### src/include/cpu_consts.svh
`ifndef CPU_CONSTS_SVH
`define CPU_CONSTS_SVH

// data and address width
`define XLEN 32

// destination register address width
`define REG_ADDR_W 6

// data memory size in words and word index width
`define DMEM_WORDS 256
`define DMEM_AW 8

`endif

### src/cpu_pipe_pkg.sv
package cpu_pipe_pkg;

	// writeback source select
	typedef enum logic [2:0] {
		SEL_ALU = 3'd0,
		SEL_MEM = 3'd1,
		SEL_CSR = 3'd2,
		SEL_PC4 = 3'd3
	} wb_src_t;

	// memory operation whose direction comes from rd_wena
	typedef enum logic [2:0] {
		MEM_LB  = 3'd0,
		MEM_LH  = 3'd1,
		MEM_LW  = 3'd2,
		MEM_LBU = 3'd3,
		MEM_LHU = 3'd4,
		MEM_SB  = 3'd5,
		MEM_SH  = 3'd6,
		MEM_SW  = 3'd7
	} mem_op_t;

endpackage

### src/dmem_request.sv
`timescale 1ns/1ps

`include "cpu_consts.svh"

module dmem_request (
	input	logic				valid_in,
	input	cpu_pipe_pkg::wb_src_t	wb_src_ex,
	input	cpu_pipe_pkg::mem_op_t	mem_op_ex,
	input	logic				rd_wena_ex,
	input	logic	[`XLEN-1:0]	rd_data_ex,
	input	logic	[`XLEN-1:0]	store_data_ex,

	output	logic				arvalid,
	output	logic	[`XLEN-1:0]	araddr,
	output	logic				awvalid,
	output	logic	[`XLEN-1:0]	awaddr,
	output	logic				wvalid,
	output	logic	[`XLEN-1:0]	wdata,
	output	logic	[3:0]		wstrb,

	output	logic				maligned_load,
	output	logic				maligned_store
);

	import cpu_pipe_pkg::*;

	logic			mem_access;
	logic			req;
	logic	[1:0]	byte_off;
	logic			size_byte;
	logic			size_half;
	logic			misaligned;
	logic	[3:0]	lane_mask;

	assign mem_access	= (wb_src_ex == SEL_MEM);
	assign req			= valid_in && mem_access;
	assign byte_off		= rd_data_ex[1:0];

	always_comb begin
		size_byte	= 1'b0;
		size_half	= 1'b0;
		case (mem_op_ex)
		MEM_LB, MEM_LBU, MEM_SB:	size_byte = 1'b1;
		MEM_LH, MEM_LHU, MEM_SH:	size_half = 1'b1;
		default:					size_byte = 1'b0;	// word access
		endcase
	end

	// halfwords on even bytes and words on word boundaries
	assign misaligned	= (size_half && byte_off[0]) ||
						  (!size_byte && !size_half && byte_off != 2'b00);

	always_comb begin
		if (size_byte)
			lane_mask = 4'b0001;
		else if (size_half)
			lane_mask = 4'b0011;
		else
			lane_mask = 4'b1111;
	end

	assign maligned_load	= mem_access && rd_wena_ex && misaligned;
	assign maligned_store	= mem_access && !rd_wena_ex && misaligned;

	assign arvalid	= req && rd_wena_ex;
	assign araddr	= rd_data_ex;

	assign awvalid	= req && !rd_wena_ex;
	assign wvalid	= req && !rd_wena_ex;
	assign awaddr	= rd_data_ex;
	assign wdata	= store_data_ex << {byte_off, 3'b000};	// move into addressed lanes
	assign wstrb	= misaligned ? 4'b0000 : (lane_mask << byte_off);

endmodule

### config.mk
export PLATFORM = sky130hd
export DESIGN_NAME = dmem_request
export DESIGN_NICKNAME = d
export VERILOG_FILES = /design/src/cpu_pipe_pkg.sv /design/src/dmem_request.sv
export VERILOG_INCLUDE_DIRS = /design/src /design/src/include
export SDC_FILE = /design/constraint.sdc
export NUM_CORES = 1
export LEC_CHECK = 0
export BUFFER_PORTS_ARGS = -buffer_cell sky130_fd_sc_hd__buf_2
export CAP_MARGIN = 10
export CORE_AREA = 3 3 68 70
export DETAILED_ROUTE_END_ITERATION = 6
export DIE_AREA = 0 0 71 73
export GPL_TIMING_DRIVEN = 1
export PLACE_DENSITY_LB_ADDON = 0.05
export SLEW_MARGIN = 20
export SYNTH_ARGS = -nofsm -noshare
export SYNTH_HDL_FRONTEND = slang
export SYNTH_SLANG_ARGS = --single-unit
### constraint.sdc
create_clock -name vclk -period 2.9
set_clock_uncertainty 0.15 [all_clocks]
set_input_delay 0.58 -clock vclk [all_inputs]
set_output_delay 0.58 -clock vclk [all_outputs]
set_load 0.05 [all_outputs]
==> results of run 1 <==
==> Yosys cell counts <==
cell type  number  area [sq um]
a211oi_1        8          60.1
xnor2_1         3          26.3
buf_1           1          3.75
nor2_1         10          37.5
a21oi_1         9          45.0
buf_6           3          33.8
and2_1          8          50.1
and3_1          1          6.26
nor2b_1         9          56.3
mux2_2          1          11.3
a31o_2          1          8.76
nor2_2          1          6.26
o21ai_0         9          45.0
nand4_1         1          6.26
nand3_1         2          10.0
nor3b_1         3          22.5
nand2_1        10          37.5
and2b_1         1          7.51
o311ai_1        1          8.76
and3b_1         1          8.76
a21o_1          1          7.51
inv_2           1          3.75
mux2i_1        18           180
clkbuf_8        1          13.8
nand2b_1        1          6.26
nand4b_1        1          8.76
buf_2           7          35.0
buf_4          66           495
or4_1           1          7.51
nor3_1          2          10.0
==> cell type report <==
cell class / count / area [sq um] / area share, %
tap: 50 / 62.6 / 5.14
timing repair buffer: 90 / 470 / 38.7
multi-input combinational: 103 / 679 / 55.9
inverter: 1 / 3.75 / 0.309
==> stage by stage <==
step / power (mW) / util, % / cells
after floorplan: 0.466 / - / 182
after global placement: 0.324 / 30.2 / 244
after detailed placement: 0.325 / 30.2 / 244
after CTS: 0.325 / 30.2 / 244
after global routing: 0.343 / 30.2 / 244
final: 0.323 / 30.2 / 244
==> critical path, stage by stage <==
cell     delay (ns)
buf_2          0.26
nor2b_1        0.55
nand2_1        0.11
o21ai_0        0.10
buf_2          0.29
==> where the power goes <==
part / total, mW / internal (mW) / switching [mW] / leakage (nW)
combinational: 0.323 / 0.0897 / 0.233 / 0.672
clock: 0 / 0 / 0 / 0
sequential: 0 / 0 / 0 / 0
==> kinds of logic (layout without fill, tap and decap cells) <==
family                    after synthesis  count (layout)  synth area share [%]
AOI/OAI and AO/OA                      29              29                  13.9
and+or+nand+nor                        52              52                  22.3
muxes                                  19              19                  15.2
xor gates and xnor gates                3               3                  2.09
buffers and inverters                  79              91                  46.5
==> worst min-delay path by stage <==
stage                              start             end  slack (ns)  depth (start not counted)
after floorplan               rd_wena_ex  maligned_store        1.11                          1
after global placement    rd_data_ex[22]      araddr[22]        1.01                          0
after detailed placement  rd_data_ex[22]      araddr[22]        1.01                          0
after CTS                 rd_data_ex[22]      araddr[22]        1.01                          0
after global routing      rd_data_ex[19]      araddr[19]        1.01                          0
final                     rd_data_ex[19]      araddr[19]        1.01                          0
==> cell usage in the layout, fill, tap and decap left out, drive strengths merged <==
| master | synthesis | routed |
|---|---|---|
| nor2b | 9 | 9 |
| nand2b | 1 | 1 |
| xnor2 | 3 | 3 |
| nor3b | 3 | 3 |
| nor2 | 11 | 11 |
| mux2 | 1 | 1 |
| a21oi | 9 | 9 |
| and2b | 1 | 1 |
| nor3 | 2 | 2 |
| and2 | 8 | 8 |
| a21o | 1 | 1 |
| buf | 77 | 90 |
| and3b | 1 | 1 |
| a211oi | 8 | 8 |
| or4 | 1 | 1 |
| o311ai | 1 | 1 |
| inv | 1 | 1 |
| a31o | 1 | 1 |
| nand3 | 2 | 2 |
| nand4 | 1 | 1 |
| o21ai | 9 | 9 |
| and3 | 1 | 1 |
| nand2 | 10 | 10 |
| mux2i | 18 | 18 |
| nand4b | 1 | 1 |
==> metal layers <==
layer | vias to the layer above | share of wire (%)
met3 | 15 | 9.1
met4 | 0 | 1.4
met5 | - | 0
met2 | 63 | 49
li1 | 568 | -
met1 | 519 | 41
==> flow_metrics.tcl, run 1 <==
set metrics [dict create \
    synthToLayoutAreaGrowth_pct -3.48 \
    viasPerCell 4.77 \
    cp.arrival_ns 1.91 \
    ctsHoldBuffers 0 \
    min_period_over_period_pct 90.9 \
    fill_cells 474 \
    hold_class "input pin to output pin" \
    cts_setup_buffers 0 \
    finalInstanceArea_sq_um 1220 \
    post-route-min-period_ns 2.64 \
    endpoint "wdata[23]" \
    fin_nets 268 \
    worst-path-max-fanout 24 \
    path_class "input pin to output pin" \
    fp.coreArea_sq_um 4030 \
    max_cap_violations 0 \
    tns_ns 0 \
    synth_area_sq_um 1260 \
    die_y_um 73 \
    required_ns 2.17 \
    io_pins 177 \
    grt_pass1_wl_um 5580 \
    slew_headroom_pct 59.2 \
    port_buffers 87 \
    drtIter0Drc 9 \
    antenna_found_initial 0 \
    grt_use_met1_pct 15.9 \
    vias 1165 \
    timing.fmax_mhz 379 \
    gp_congestion 0.801 \
    nClkBuffers 0 \
    post_drt_wl_per_cell_um 15.1 \
    firstDrtPassIters 2 \
    gr-max-usage-layer "met2" \
    grt_start_max_net_pins 25 \
    p_per_area_nw_per_um2 266 \
    track_usage_pct 12.9 \
    overflow 0 \
    routed_wl_um 3670 \
    cp-startpoint "rd_data_ex[1]" \
    ir_drop_uv 88.6 \
    setup-violations-final 0 \
    drcViolationCount 0 \
    seq_area_frac_synth_pct 0 \
    pre_cts_slack_ns 0.212 \
    drtAntennaViolNets 0 \
    timing_hold_violations_final 0 \
    slew_viol_final 0 \
    dp_hpwl_um 2980 \
    endpoint_kind "output pin" \
    placed_cell_area_sq_um 1220 \
    n_antenna_cell 0 \
    synth_warnings 0 \
    fin_ws_ns 0.264 \
    grt_pass1_vias 1107 \
    power.leakage_nw 0.672 \
    seq_area_sq_um 0 \
    nFlopsAndLatches 0 \
    die_area_sq_um 5180 \
    synth_cell_types 30 \
    ctsResizeCount 0 \
    grt_use_met2_pct 22.8 \
    syn_inst 182 \
    synth_nets 254 \
    tightest_slew_ns 0.611 \
    status "completed" \
    row_count 23 \
    gr-usage-met3_pct 2.48 \
    syn_avg_cell_area_sq_um 6.92 \
    drive_gt1_share_pct 49.0 \
    critPathLaunchType "input pin" \
    worst_hold_slack_ns 1.01 \
    rsz0062_at_grt "no" \
    die_x_um 71 \
    start_util_pct 31.3 \
]
No activity file was read; power rests on OpenSTA's default activity.
==> run 2, diff against run 1 <==
Clock period 2.9 ns to 3.1 ns, I/O delays scaled along.
==> flow_metrics.tcl, run 2 (synthesis results as in run 1) <==
set metrics [dict create \
    status "completed" \
    grt_pass1_wl_um 5690 \
    start_util_pct 31.3 \
    slew_headroom_pct 60.0 \
    ctsHoldBuffers 0 \
    post_drt_wl_per_cell_um 15.1 \
    die_y_um 73 \
    endpoint "wdata[23]" \
    nFlopsAndLatches 0 \
    path_cells "buf_2, nor2b_1, nand2_1, o21ai_0, buf_2" \
    mostFrequentLayoutCells "buf_2 (87), mux2i_1 (18), nor2_1 (10), nand2_1 (10)" \
    grt_pass1_vias 1121 \
    critPathLaunchType "input pin" \
    tns_ns 0 \
    setup-violations-final 0 \
    drcViolationCount 0 \
    holdPathStages 0 \
    cpMostUsedCell "buf_2" \
    path_class "input pin to output pin" \
    required_ns 2.33 \
    row_count 23 \
    track_usage_pct 13.1 \
    ir_drop_uv 90.0 \
    firstDrtPassIters 4 \
    timing.fmax_mhz 382 \
    finalPower_uw 299 \
    cp-startpoint "rd_data_ex[0]" \
    drtAntennaViolNets 0 \
    n_antenna_cell 0 \
    final_common_cell "buf_2" \
    vias 1140 \
    critPathBufInv 2 \
    hold_class "input pin to output pin" \
    grt_use_met2_pct 27.1 \
    max_cap_violations 0 \
    ctsResizeCount 0 \
    synthToLayoutAreaGrowth_pct -4.47 \
    antenna_found_initial 0 \
    post-route-min-period_ns 2.62 \
    power.leakage_nw 0.666 \
    fill_cells 481 \
    dp_hpwl_um 3060 \
    die_area_sq_um 5180 \
    drtIter0Drc 37 \
    die_x_um 71 \
    io_pins 177 \
    rsz0062_at_grt "no" \
    worst-path-max-fanout 13 \
    tightest_slew_ns 0.598 \
    seq_area_sq_um 0 \
    cts_setup_buffers 0 \
    path_depth 5 \
    port_buffers 87 \
    gr-max-usage-layer "met2" \
    viasPerCell 4.69 \
    fin_nets 267 \
    drive_gt1_share_pct 48.2 \
    fp.coreArea_sq_um 4030 \
    grt_start_max_net_pins 35 \
    grt_use_met1_pct 13.1 \
    p_per_area_nw_per_um2 248 \
    gp_congestion 0.819 \
    min_period_over_period_pct 84.5 \
    routed_wl_um 3670 \
    overflow 0 \
    endpoint_kind "output pin" \
    gr-usage-met3_pct 1.79 \
    slew_viol_final 0 \
    timing_hold_violations_final 0 \
    crit_family "simple AND/OR/NAND/NOR gates" \
    cp.arrival_ns 1.85 \
    crit_path_top_delay_cell "nor2b_1" \
    max_stage_delay_ns 0.53 \
    nClkBuffers 0 \
]
## run 2: how the worst min path moves through the flow
stage              startpoint    endpoint  slack [ns]
2_1_floorplan   rd_data_ex[0]   araddr[0]        1.26
3_3_place_gp   rd_data_ex[15]  awaddr[15]        1.09
3_5_place_dp   rd_data_ex[15]  awaddr[15]        1.09
4_1_cts        rd_data_ex[15]  awaddr[15]        1.09
5_1_grt        rd_data_ex[31]  araddr[31]        1.09
6_report       rd_data_ex[28]  awaddr[28]        1.09
## run 2: layout make-up
type | count | area (sq um) | share of cell area (%)
repair buffers | 89 | 463 | 38.5
well taps | 50 | 62.6 | 5.20
inverters | 1 | 3.75 | 0.312
multi-input cells | 103 | 674 | 56.0
## run 2: metrics by stage
stage	instances	hold slack, ns	worst slack, ns	cell area, sq um	utilization, %
2_1_floorplan	182	1.26	0.0958	1260	-
3_3_place_gp	243	1.09	0.463	1200	29.9
3_5_place_dp	243	1.09	0.440	1200	29.9
4_1_cts	243	1.09	0.433	1200	29.9
5_1_grt	243	1.09	0.307	1200	29.9
6_report	243	1.09	0.479	1200	29.9
## run 2: power breakdown
part | switching, mW | total (mW) | internal (mW)
clock | 0 | 0 | 0
combinational | 0.216 | 0.299 | 0.0830
sequential | 0 | 0 | 0
## run 2: routing by layer
metal	wire length (um)	vias to the layer above
met5	0	-
met4	93	0
met3	313	24
met2	1990	51
met1	1280	494
li1	-	571
