[config.mk]
export PLATFORM = sky130hd
export DESIGN_NAME = mem_stage
export DESIGN_NICKNAME = d
export VERILOG_FILES = /design/src/cpu_pipe_pkg.sv /design/src/dmem_bus_pkg.sv /design/src/mem_stage.sv
export VERILOG_INCLUDE_DIRS = /design/src /design/src/include
export SDC_FILE = /design/constraint.sdc
export NUM_CORES = 1
export LEC_CHECK = 0
export BUFFER_PORTS_ARGS = -buffer_cell sky130_fd_sc_hd__buf_2
export CAP_MARGIN = 20
export CORE_AREA = 5 5 140 142
export CTS_CLUSTER_SIZE = 14
export DETAILED_ROUTE_END_ITERATION = 16
export DIE_AREA = 0 0 145 147
export GPL_ROUTABILITY_DRIVEN = 0
export PLACE_DENSITY = 0.66
export SKIP_CTS_REPAIR_TIMING = 1
export SYNTH_ARGS = -nofsm -noshare
export SYNTH_HDL_FRONTEND = slang
export SYNTH_SLANG_ARGS = --single-unit
[constraint.sdc]
create_clock -name clk -period 3.8 [get_ports clk]
set_clock_uncertainty 0.05 [all_clocks]
set_input_delay 0.19 -clock clk [delete_from_list [all_inputs] [get_ports clk]]
set_output_delay 0.19 -clock clk [all_outputs]
set_load 0.05 [all_outputs]
[src/include/cpu_consts.svh]
`ifndef CPU_CONSTS_SVH
`define CPU_CONSTS_SVH

// data and address width
`define XLEN 32

// destination register address width
`define REG_ADDR_W 6

// data memory size in words and word index width
`define DMEM_WORDS 256
`define DMEM_AW 8

`endif

[src/cpu_pipe_pkg.sv]
package cpu_pipe_pkg;

	// writeback source select
	typedef enum logic [2:0] {
		SEL_ALU = 3'd0,
		SEL_MEM = 3'd1,
		SEL_CSR = 3'd2,
		SEL_PC4 = 3'd3
	} wb_src_t;

	// memory operation whose direction comes from rd_wena
	typedef enum logic [2:0] {
		MEM_LB  = 3'd0,
		MEM_LH  = 3'd1,
		MEM_LW  = 3'd2,
		MEM_LBU = 3'd3,
		MEM_LHU = 3'd4,
		MEM_SB  = 3'd5,
		MEM_SH  = 3'd6,
		MEM_SW  = 3'd7
	} mem_op_t;

endpackage

[src/dmem_bus_pkg.sv]
package dmem_bus_pkg;

	// response codes of the data-memory bus
	typedef enum logic [1:0] {
		RESP_OKAY   = 2'b00,
		RESP_SLVERR = 2'b10
	} bus_resp_t;

endpackage

[src/mem_stage.sv]
`timescale 1ns/1ps

`include "cpu_consts.svh"

module mem_stage (
	input	logic						clk,
	input	logic						reset,

	input	logic						valid_in,
	output	logic						ready_out,
	input	logic						flush_in,
	output	logic						flush_out,
	output	logic						valid_out,
	input	logic						ready_in,

	input	logic						rvalid,
	input	logic	[`XLEN-1:0]			rdata,
	input	dmem_bus_pkg::bus_resp_t	rresp,
	output	logic						rready,
	input	logic						bvalid,
	input	dmem_bus_pkg::bus_resp_t	bresp,
	output	logic						bready,
	input	logic	[`XLEN-1:0]			araddr,
	input	logic						maligned_load,
	input	logic						maligned_store,

	input	logic	[`XLEN-1:0]			pc_ex,
	input	logic	[`XLEN-1:0]			ir_ex,
	input	logic						rd_wena_ex,
	input	logic	[`REG_ADDR_W-1:0]	rd_addr_ex,
	input	logic	[`XLEN-1:0]			rd_data_ex,
	input	logic						csr_wena_ex,
	input	logic	[`XLEN-1:0]			csr_wdata_ex,
	input	cpu_pipe_pkg::wb_src_t		wb_src_ex,
	input	cpu_pipe_pkg::mem_op_t		mem_op_ex,

	output	logic	[`XLEN-1:0]			pc_mem,
	output	logic	[`XLEN-1:0]			ir_mem,
	output	logic						rd_wena_mem,
	output	logic	[`REG_ADDR_W-1:0]	rd_addr_mem,
	output	logic	[`XLEN-1:0]			rd_data_mem,
	output	logic						csr_wena_mem,
	output	logic	[`XLEN-1:0]			csr_wdata_mem,
	output	cpu_pipe_pkg::wb_src_t		wb_src_mem,
	output	logic						maligned_load_mem,
	output	logic						maligned_store_mem,
	output	dmem_bus_pkg::bus_resp_t	rresp_mem,
	output	dmem_bus_pkg::bus_resp_t	bresp_mem
);

	import cpu_pipe_pkg::*;
	import dmem_bus_pkg::*;

	logic				stall;
	logic	[`XLEN-1:0]	rdata_aligned;

	assign rdata_aligned	= rdata >> {araddr[1:0], 3'b000};	// addressed byte to lane 0

	assign rready		= ready_in;
	assign bready		= ready_in;
	assign flush_out	= flush_in;

	// hold behind a pending csr write or a missing bus response
	assign stall		= csr_wena_mem || (wb_src_ex == SEL_MEM &&
						  ((rd_wena_ex && !rvalid) || (!rd_wena_ex && !bvalid)));
	assign ready_out	= ready_in && !stall;

	always_ff @(posedge clk, posedge reset) begin
		if (reset) begin
			valid_out			<= 1'b0;
			pc_mem				<= '0;
			ir_mem				<= '0;
			rd_wena_mem			<= 1'b0;
			rd_addr_mem			<= '0;
			rd_data_mem			<= '0;
			csr_wena_mem		<= 1'b0;
			csr_wdata_mem		<= '0;
			wb_src_mem			<= SEL_ALU;
			maligned_load_mem	<= 1'b0;
			maligned_store_mem	<= 1'b0;
			rresp_mem			<= RESP_OKAY;
			bresp_mem			<= RESP_OKAY;
		end else if (valid_in && ready_out) begin
			valid_out			<= 1'b1;
			pc_mem				<= pc_ex;
			ir_mem				<= ir_ex;
			rd_wena_mem			<= rd_wena_ex;
			rd_addr_mem			<= rd_addr_ex;
			rd_data_mem			<= rd_data_ex;
			csr_wena_mem		<= csr_wena_ex;
			csr_wdata_mem		<= csr_wdata_ex;
			wb_src_mem			<= wb_src_ex;
			maligned_load_mem	<= maligned_load;
			maligned_store_mem	<= maligned_store;
			rresp_mem			<= RESP_OKAY;
			bresp_mem			<= RESP_OKAY;

			if (wb_src_ex == SEL_MEM) begin
				if (rd_wena_ex) begin	// load
					case (mem_op_ex)
					MEM_LB:		rd_data_mem <= {{24{rdata_aligned[7]}}, rdata_aligned[7:0]};
					MEM_LBU:	rd_data_mem <= {24'h000000, rdata_aligned[7:0]};
					MEM_LH:		rd_data_mem <= {{16{rdata_aligned[15]}}, rdata_aligned[15:0]};
					MEM_LHU:	rd_data_mem <= {16'h0000, rdata_aligned[15:0]};
					default:	rd_data_mem <= rdata_aligned;
					endcase
					rresp_mem	<= rresp;
				end else begin	// store
					rd_data_mem	<= '0;
					bresp_mem	<= bresp;
				end
			end
		end else if (valid_out && ready_in) begin
			valid_out			<= 1'b0;
			pc_mem				<= '0;
			ir_mem				<= '0;
			rd_wena_mem			<= 1'b0;
			rd_addr_mem			<= '0;
			rd_data_mem			<= '0;
			csr_wena_mem		<= 1'b0;
			csr_wdata_mem		<= '0;
			wb_src_mem			<= SEL_ALU;
			maligned_load_mem	<= 1'b0;
			maligned_store_mem	<= 1'b0;
			rresp_mem			<= RESP_OKAY;
			bresp_mem			<= RESP_OKAY;
		end
	end

endmodule

==> results of run 1 <==
-- power by group --
| part | switching, mW | total [mW] | internal (mW) |
|---|---|---|---|
| logic | 2.96 | 4.01 | 1.05 |
| clock network | 0.712 | 1.63 | 0.922 |
| registers | 0.333 | 2.47 | 2.13 |
| total | 4.00 | 8.11 | 4.10 |
-- per-layer routing --
layer | vias up | GRT usage (%)
met5 | - | 0
met4 | 2 | 6.78
met2 | 342 | 30.2
met3 | 55 | 6.54
met1 | 2941 | 23.3
li1 | 2762 | -
-- layout by cell type, fill, tap and decap left out, types with 2 or more instances in the layout --
| cell | synthesis | routed |
|---|---|---|
| buf_2 | 7 | 336 |
| dfrtp_1 | 146 | 146 |
| dlygate4sd3_1 | 0 | 128 |
| a22o_1 | 122 | 122 |
| a21oi_1 | 27 | 26 |
| a32oi_1 | 17 | 17 |
| clkbuf_16 | 0 | 17 |
| mux2_2 | 15 | 15 |
| a22oi_1 | 13 | 13 |
| nand2_1 | 13 | 13 |
| o21ai_2 | 10 | 10 |
| o211ai_1 | 8 | 8 |
| mux4_2 | 7 | 7 |
| o2bb2ai_1 | 7 | 7 |
| buf_4 | 4 | 7 |
| o21ai_1 | 6 | 6 |
| mux2i_1 | 5 | 5 |
| nor2_1 | 5 | 5 |
| clkinvlp_4 | 0 | 5 |
| inv_6 | 0 | 5 |
| nor2b_1 | 3 | 3 |
| a21oi_4 | 0 | 2 |
| inv_1 | 3 | 2 |
| o21ai_0 | 2 | 2 |
| clkinv_4 | 0 | 2 |
| inv_8 | 0 | 2 |
| buf_12 | 1 | 2 |
-- registers in the layout (all words and copies together) (netlist names) --
register	flops
bresp_mem	2
maligned_load_mem	1
pc_mem	32
wb_src_mem	3
maligned_store_mem	1
csr_wdata_mem	32
valid_out	1
rd_data_mem	32
rd_wena_mem	1
rd_addr_mem	6
csr_wena_mem	1
rresp_mem	2
ir_mem	32
-- metrics by stage --
| step | setup WS [ps] | hold slack (ps) |
|---|---|---|
| 2_1_floorplan | 1730 | 248 |
| 3_3_place_gp | 1390 | 273 |
| 3_5_place_dp | 1360 | 276 |
| 4_1_cts | 1800 | -175 |
| 5_1_grt | 1450 | 4.10 |
| 6_report | 1520 | 7.76 |
-- area by class of cell --
| type | instances | area [um^2] |
|---|---|---|
| fillers | 1536 | 8410 |
| repair buffers | 473 | 3060 |
| well taps | 234 | 293 |
| flip-flops and latches | 146 | 3650 |
| inverters | 3 | 15.0 |
| clock buffers | 18 | 429 |
| multi-input cells | 278 | 2330 |
| clock inverters | 14 | 144 |
-- cells by family (layout without fill, tap and decap cells) --
kind of cell,count (synthesis),in the layout,share of synthesized area [%]
flip-flops,146,146,58.9
AND/OR/NAND/NOR,33,33,2.97
multiplexers,27,27,6.07
buffers and inverters,49,508,3.85
AO/OA/AOI/OAI,218,218,28.2
-- worst reg2reg max path, cell delays in order (launching register included) --
cell and delay (ps):
dfrtp_1 410, nand3b_1 250, a21o_1 200, buf_4 240, nor3_1 450, a22o_1 220
-- final timing paths --
| kind | start | slack [ps] | endpoint | depth (start not counted) |
|---|---|---|---|---|
| max | wb_src_ex[1] | 1520 | rd_data_mem[30]$_DFFE_PP0P_ | 5 |
| min in group asynchronous | reset | 390 | rd_data_mem[15]$_DFFE_PP0P_ | 3 |
| max reg2reg | csr_wena_mem$_DFFE_PP0P_ | 1930 | bresp_mem[0]$_DFFE_PP0P_ | 5 |
| min | wb_src_ex[2] | 8 | wb_src_mem[2]$_DFFE_PP0P_ | 2 |
| min reg2reg | rd_data_mem[4]$_DFFE_PP0P_ | 440 | rd_data_mem[4]$_DFFE_PP0P_ | 1 |
| max in group asynchronous | reset | 2530 | csr_wdata_mem[30]$_DFFE_PP0P_ | 4 |
==> impl_metrics.tcl, run 1 <==
set metrics [dict create \
    ys_warn_count 0 \
    cp-start-kind "input pin" \
    grt_pass1_vias 5594 \
    crit_chain "dlygate4sd3_1 -> buf_2 -> or3b_1 -> or4b_4 -> o21ai_1" \
    setup_viol 0 \
    max_slew_margin_pct 47.9 \
    core_um2 18300 \
    endpoint_kind "flip-flop" \
    nNetsFinal 1138 \
    drtIter0Drc 326 \
    ys_top_cells_by_area "dfrtp_1 59%, a22o_1 17%, mux2_2 2.7%" \
    avgSynthCellArea_um2 13.1 \
    die_y_um 147 \
    yosysUniqueCellTypes 41 \
    maxCapViolCount 0 \
    cp.buffers_inverters 2 \
    initial_core_util_pct 33.8 \
    arrival_ps 2570 \
    max-vdd-ir-drop_mv 0.555 \
    ioPinCount 369 \
    firstDrtPassIters 5 \
    finalWirelength_mm 22.9 \
    drt_drc_violations_left 0 \
    wl_met2_mm 11.4 \
    max_stage_delay_ps 820 \
    setup_tns_ps 0 \
    clk_pin_slew_ps 60 \
    hpwl_mm 15.2 \
    die_area_um2 21300 \
    routedWlPerCell_um 19.6 \
    synth_fp_nets 692 \
    antenna_left 0 \
    path_delay_family "simple AND/OR/NAND/NOR gates" \
    drive_above_1_share_pct 44.4 \
    min_period_over_period_pct 60.0 \
    yosysMostFrequentCell "dfrtp_1" \
    timing.fmax_ghz 0.439 \
    cp_max_fo 19 \
    cts_tree "yes" \
    fin_util_pct 54.1 \
    synth_top_cell_by_area "dfrtp_1" \
    yosysTopAreaCellShare_pct 58.9 \
    worst_pin_slew_ps 782 \
    port_buffers 336 \
    vias_per_cell 5.23 \
    yosysSeqAreaShare_pct 58.9 \
    ys_top_cells_by_count "146 x dfrtp_1, 122 x a22o_1, 29 x clkbuf_1, 27 x a21oi_1, 17 x a32oi_1" \
    met1Wirelength_mm 8.82 \
    antenna_cells 0 \
    fin_area_um2 9920 \
    vias 6102 \
    total_power_mw 8.11 \
    die_x_um 145 \
    hold_class "input pin to flip-flop" \
    synth_seq_cells 146 \
    powerDensity_nw_per_um2 817 \
    area_growth_pct 59.9 \
    dpl-instance-area_um2 8060 \
    ys.flop_type "dfrtp_1" \
    clock_latency_ps 410 \
    place_inst 1005 \
    stdcell_count 1166 \
    finalMaxSlewViolations 0 \
    grt_overflow 0 \
    routed.top_layer "met5" \
    cp.required_ps 4090 \
    rsz0062_at_grt "no" \
    cts_root_buf "clkbuf_16" \
    grt_pass1_wl_mm 31.9 \
    outcome "completed" \
    synth_cells 473 \
    grtUsageTotal_pct 18.7 \
    crit_slowest_cell "or4b_4" \
    htree_levels 4 \
    synthArstFlopShare_pct 100 \
    p_leak_nw 5.10 \
    synth-edff-count 0 \
    numCtsBuffers 17 \
    syn_area_um2 6200 \
    clock_sinks 146 \
    hold_viol_final 0 \
    grt_max_degree 109 \
    core.rowCount 50 \
    critPathKind "input pin to flip-flop" \
    antenna_found_initial 1 \
    wl_met3_mm 1.97 \
    period_needed_ps 2280 \
    clockBufferDepth 2 \
]
No activity file was read; power rests on OpenSTA's default activity.
==> run 2: changes to the inputs <==
--- a/config.mk
+++ b/config.mk
@@ -8,12 +8,12 @@
 export LEC_CHECK = 0
 export BUFFER_PORTS_ARGS = -buffer_cell sky130_fd_sc_hd__buf_2
 export CAP_MARGIN = 20
-export CORE_AREA = 5 5 140 142
+export CORE_AREA = 5 5 139 141
 export CTS_CLUSTER_SIZE = 14
 export DETAILED_ROUTE_END_ITERATION = 16
-export DIE_AREA = 0 0 145 147
+export DIE_AREA = 0 0 144 146
 export GPL_ROUTABILITY_DRIVEN = 0
-export PLACE_DENSITY = 0.66
+export PLACE_DENSITY = 0.64
 export SKIP_CTS_REPAIR_TIMING = 1
 export SYNTH_ARGS = -nofsm -noshare
 export SYNTH_HDL_FRONTEND = slang
==> constraint.sdc (replaced) <==
create_clock -name clk -period 2.3 [get_ports clk]
set_clock_uncertainty 0.05 [all_clocks]
set_input_delay 0.115 -clock clk [delete_from_list [all_inputs] [get_ports clk]]
set_output_delay 0.115 -clock clk [all_outputs]
set_load 0.05 [all_outputs]
==> run 2 against run 1 <==
Effect of this change:
- the flow now finishes with violations (hold timing)
- core utilization up 2.4 points
- sequential share of layout area down 0.61 points
- critical path depth up 2
- sequential power up 65%
- worst hold slack worse by 16 ps
- die area down 1.4%
- highest routed layer is now met4
==> impl_metrics.tcl, run 2 (synthesis gave the netlist of run 1 again) <==
set metrics [dict create \
    whs_ps -8.08 \
    max-vdd-ir-drop_mv 0.882 \
    firstDrtPassIters 5 \
    grtUsageTotal_pct 19.5 \
    finalMaxSlewViolations 0 \
    core_um2 17800 \
    powerDensity_nw_per_um2 1330 \
    hpwl_mm 15.4 \
    r2r_start "csr_wena_mem$_DFFE_PP0P_" \
    p_leak_nw 5.18 \
    nNetsFinal 1154 \
    final_common_cell "buf_2" \
    rr_worst_depth 4 \
    r2r-end "rd_data_mem[31]$_DFFE_PP0P_" \
    timing.fmax_ghz 0.498 \
    grt_pass1_wl_mm 32.0 \
    numCtsBuffers 17 \
    setup_tns_ps 0 \
    period_needed_ps 2010 \
    antenna_left 0 \
    setup_viol 0 \
    cp.required_ps 2590 \
    clock_latency_ps 400 \
    violations "hold timing" \
    rsz0062_at_grt "no" \
    max_stage_delay_ps 540 \
    area_growth_pct 62.6 \
    core.rowCount 49 \
    max_slew_margin_pct 59.5 \
    nFillCells 1509 \
    routedWlPerCell_um 19.6 \
    ioPinCount 369 \
    final_cell_mix "336 x buf_2, 146 x dfrtp_1, 138 x dlygate4sd3_1, 122 x a22o_1, 26 x a21oi_1" \
    die_x_um 144 \
    die_y_um 146 \
    seqCellArea_um2 3650 \
    min_from "rd_data_ex[7]" \
    vias_per_cell 5.19 \
    crit_end "rd_addr_mem[2]$_DFFE_PP0P_" \
    port_buffers 336 \
    drtIter0Drc 287 \
    htree_levels 4 \
    critPathKind "input pin to flip-flop" \
    cts_root_buf "clkbuf_16" \
    drive_above_1_share_pct 44.4 \
    grt_overflow 0 \
    min_period_over_period_pct 87.3 \
    antenna_found_initial 2 \
    clockBufferDepth 2 \
    hold_class "input pin to flip-flop" \
    initial_core_util_pct 34.8 \
    grt_max_degree 109 \
    die_area_um2 21000 \
    drt_drc_violations_left 0 \
    worst_pin_slew_ps 605 \
    arrival_ps 2300 \
    regToRegSetupSlack_ps 430 \
    hold_viol_final 1 \
    crit_start "wb_src_ex[1]" \
    crit_top_cell "a21oi_4" \
    outcome "finished with violations" \
    multi_input_area_um2 2330 \
    cp_max_fo 47 \
    clock_sinks 146 \
    finalWirelength_mm 23.1 \
    cp-start-kind "input pin" \
    grt_pass1_vias 5649 \
    crit_chain "dlygate4sd3_1 -> buf_2 -> nor3b_2 -> a21oi_4 -> a21oi_4 -> buf_4 -> a22o_1" \
    crit_slowest_cell "dlygate4sd3_1" \
    vias 6118 \
    endpoint_kind "flip-flop" \
    maxCapViolCount 0 \
    cts_tree "yes" \
    clk_pin_slew_ps 70 \
]
run 2: changes by cell type in the layout (fill, tap and decap cells not counted):
cell,before,now
clkinvlp_4,5,6
buf_4,7,11
inv_8,2,3
clkbuf_1,1,0
dlygate4sd3_1,128,138
buf_12,2,4
clkinv_4,2,0
diode_2,0,2
run 2: routing by layer:
layer  wire, um  track usage [%]  share of wire [%]
met3       1980             6.18                8.6
met5          0                0                  0
met1       8960             24.3                 39
met2      11800             32.3                 51
met4        346             5.60                1.5
run 2: layout make-up:
cell class	instances	share of cell area [%]
Clock buffer	17	4.22
Antenna cell	2	0.0496
Timing Repair Buffer	489	32.0
Clock inverter	14	1.44
Sequential cell	146	36.2
Tap cell	229	2.84
Multi-Input combinational cell	278	23.1
Inverter	3	0.149
run 2: report_power, final:
part / internal, mW / leakage, nW / switching, mW / total [mW]
clock: 1.52 / 0.265 / 1.19 / 2.72
sequential: 3.52 / 1.90 / 0.545 / 4.07
combinational: 1.76 / 3.01 / 4.89 / 6.65
run 2: worst max-delay path, delay by kind of cell:
kind	cells	cell delay, ps
buf+inv	3	1140
compound gates	3	550
simple gates	1	460
run 2: worst min-delay path by stage:
stage,to,slack [ps],cells after the start
6_report,rd_data_mem[7]$_DFFE_PP0P_,-8,4
5_1_grt,rd_data_mem[27]$_DFFE_PP0P_,10,3
4_1_cts,rd_data_mem[31]$_DFFE_PP0P_,-240,3
3_5_place_dp,flush_out,180,0
3_3_place_gp,flush_out,180,0
2_1_floorplan,valid_out$_DFFE_PP0P_,170,1
run 2: stage by stage:
stage               worst slack, ps  std cells  utilization [%]  power [mW]  area [um^2]
detailed placement              411       1007             45.6        10.5         8130
global route                    142       1178             56.5        14.0        10100
finish                          291       1178             56.5        13.4        10100
CTS                             409       1038             48.8        13.3         8700
floorplan                       302        473                -        8.82         6210
global placement                419       1007             45.6        10.5         8130
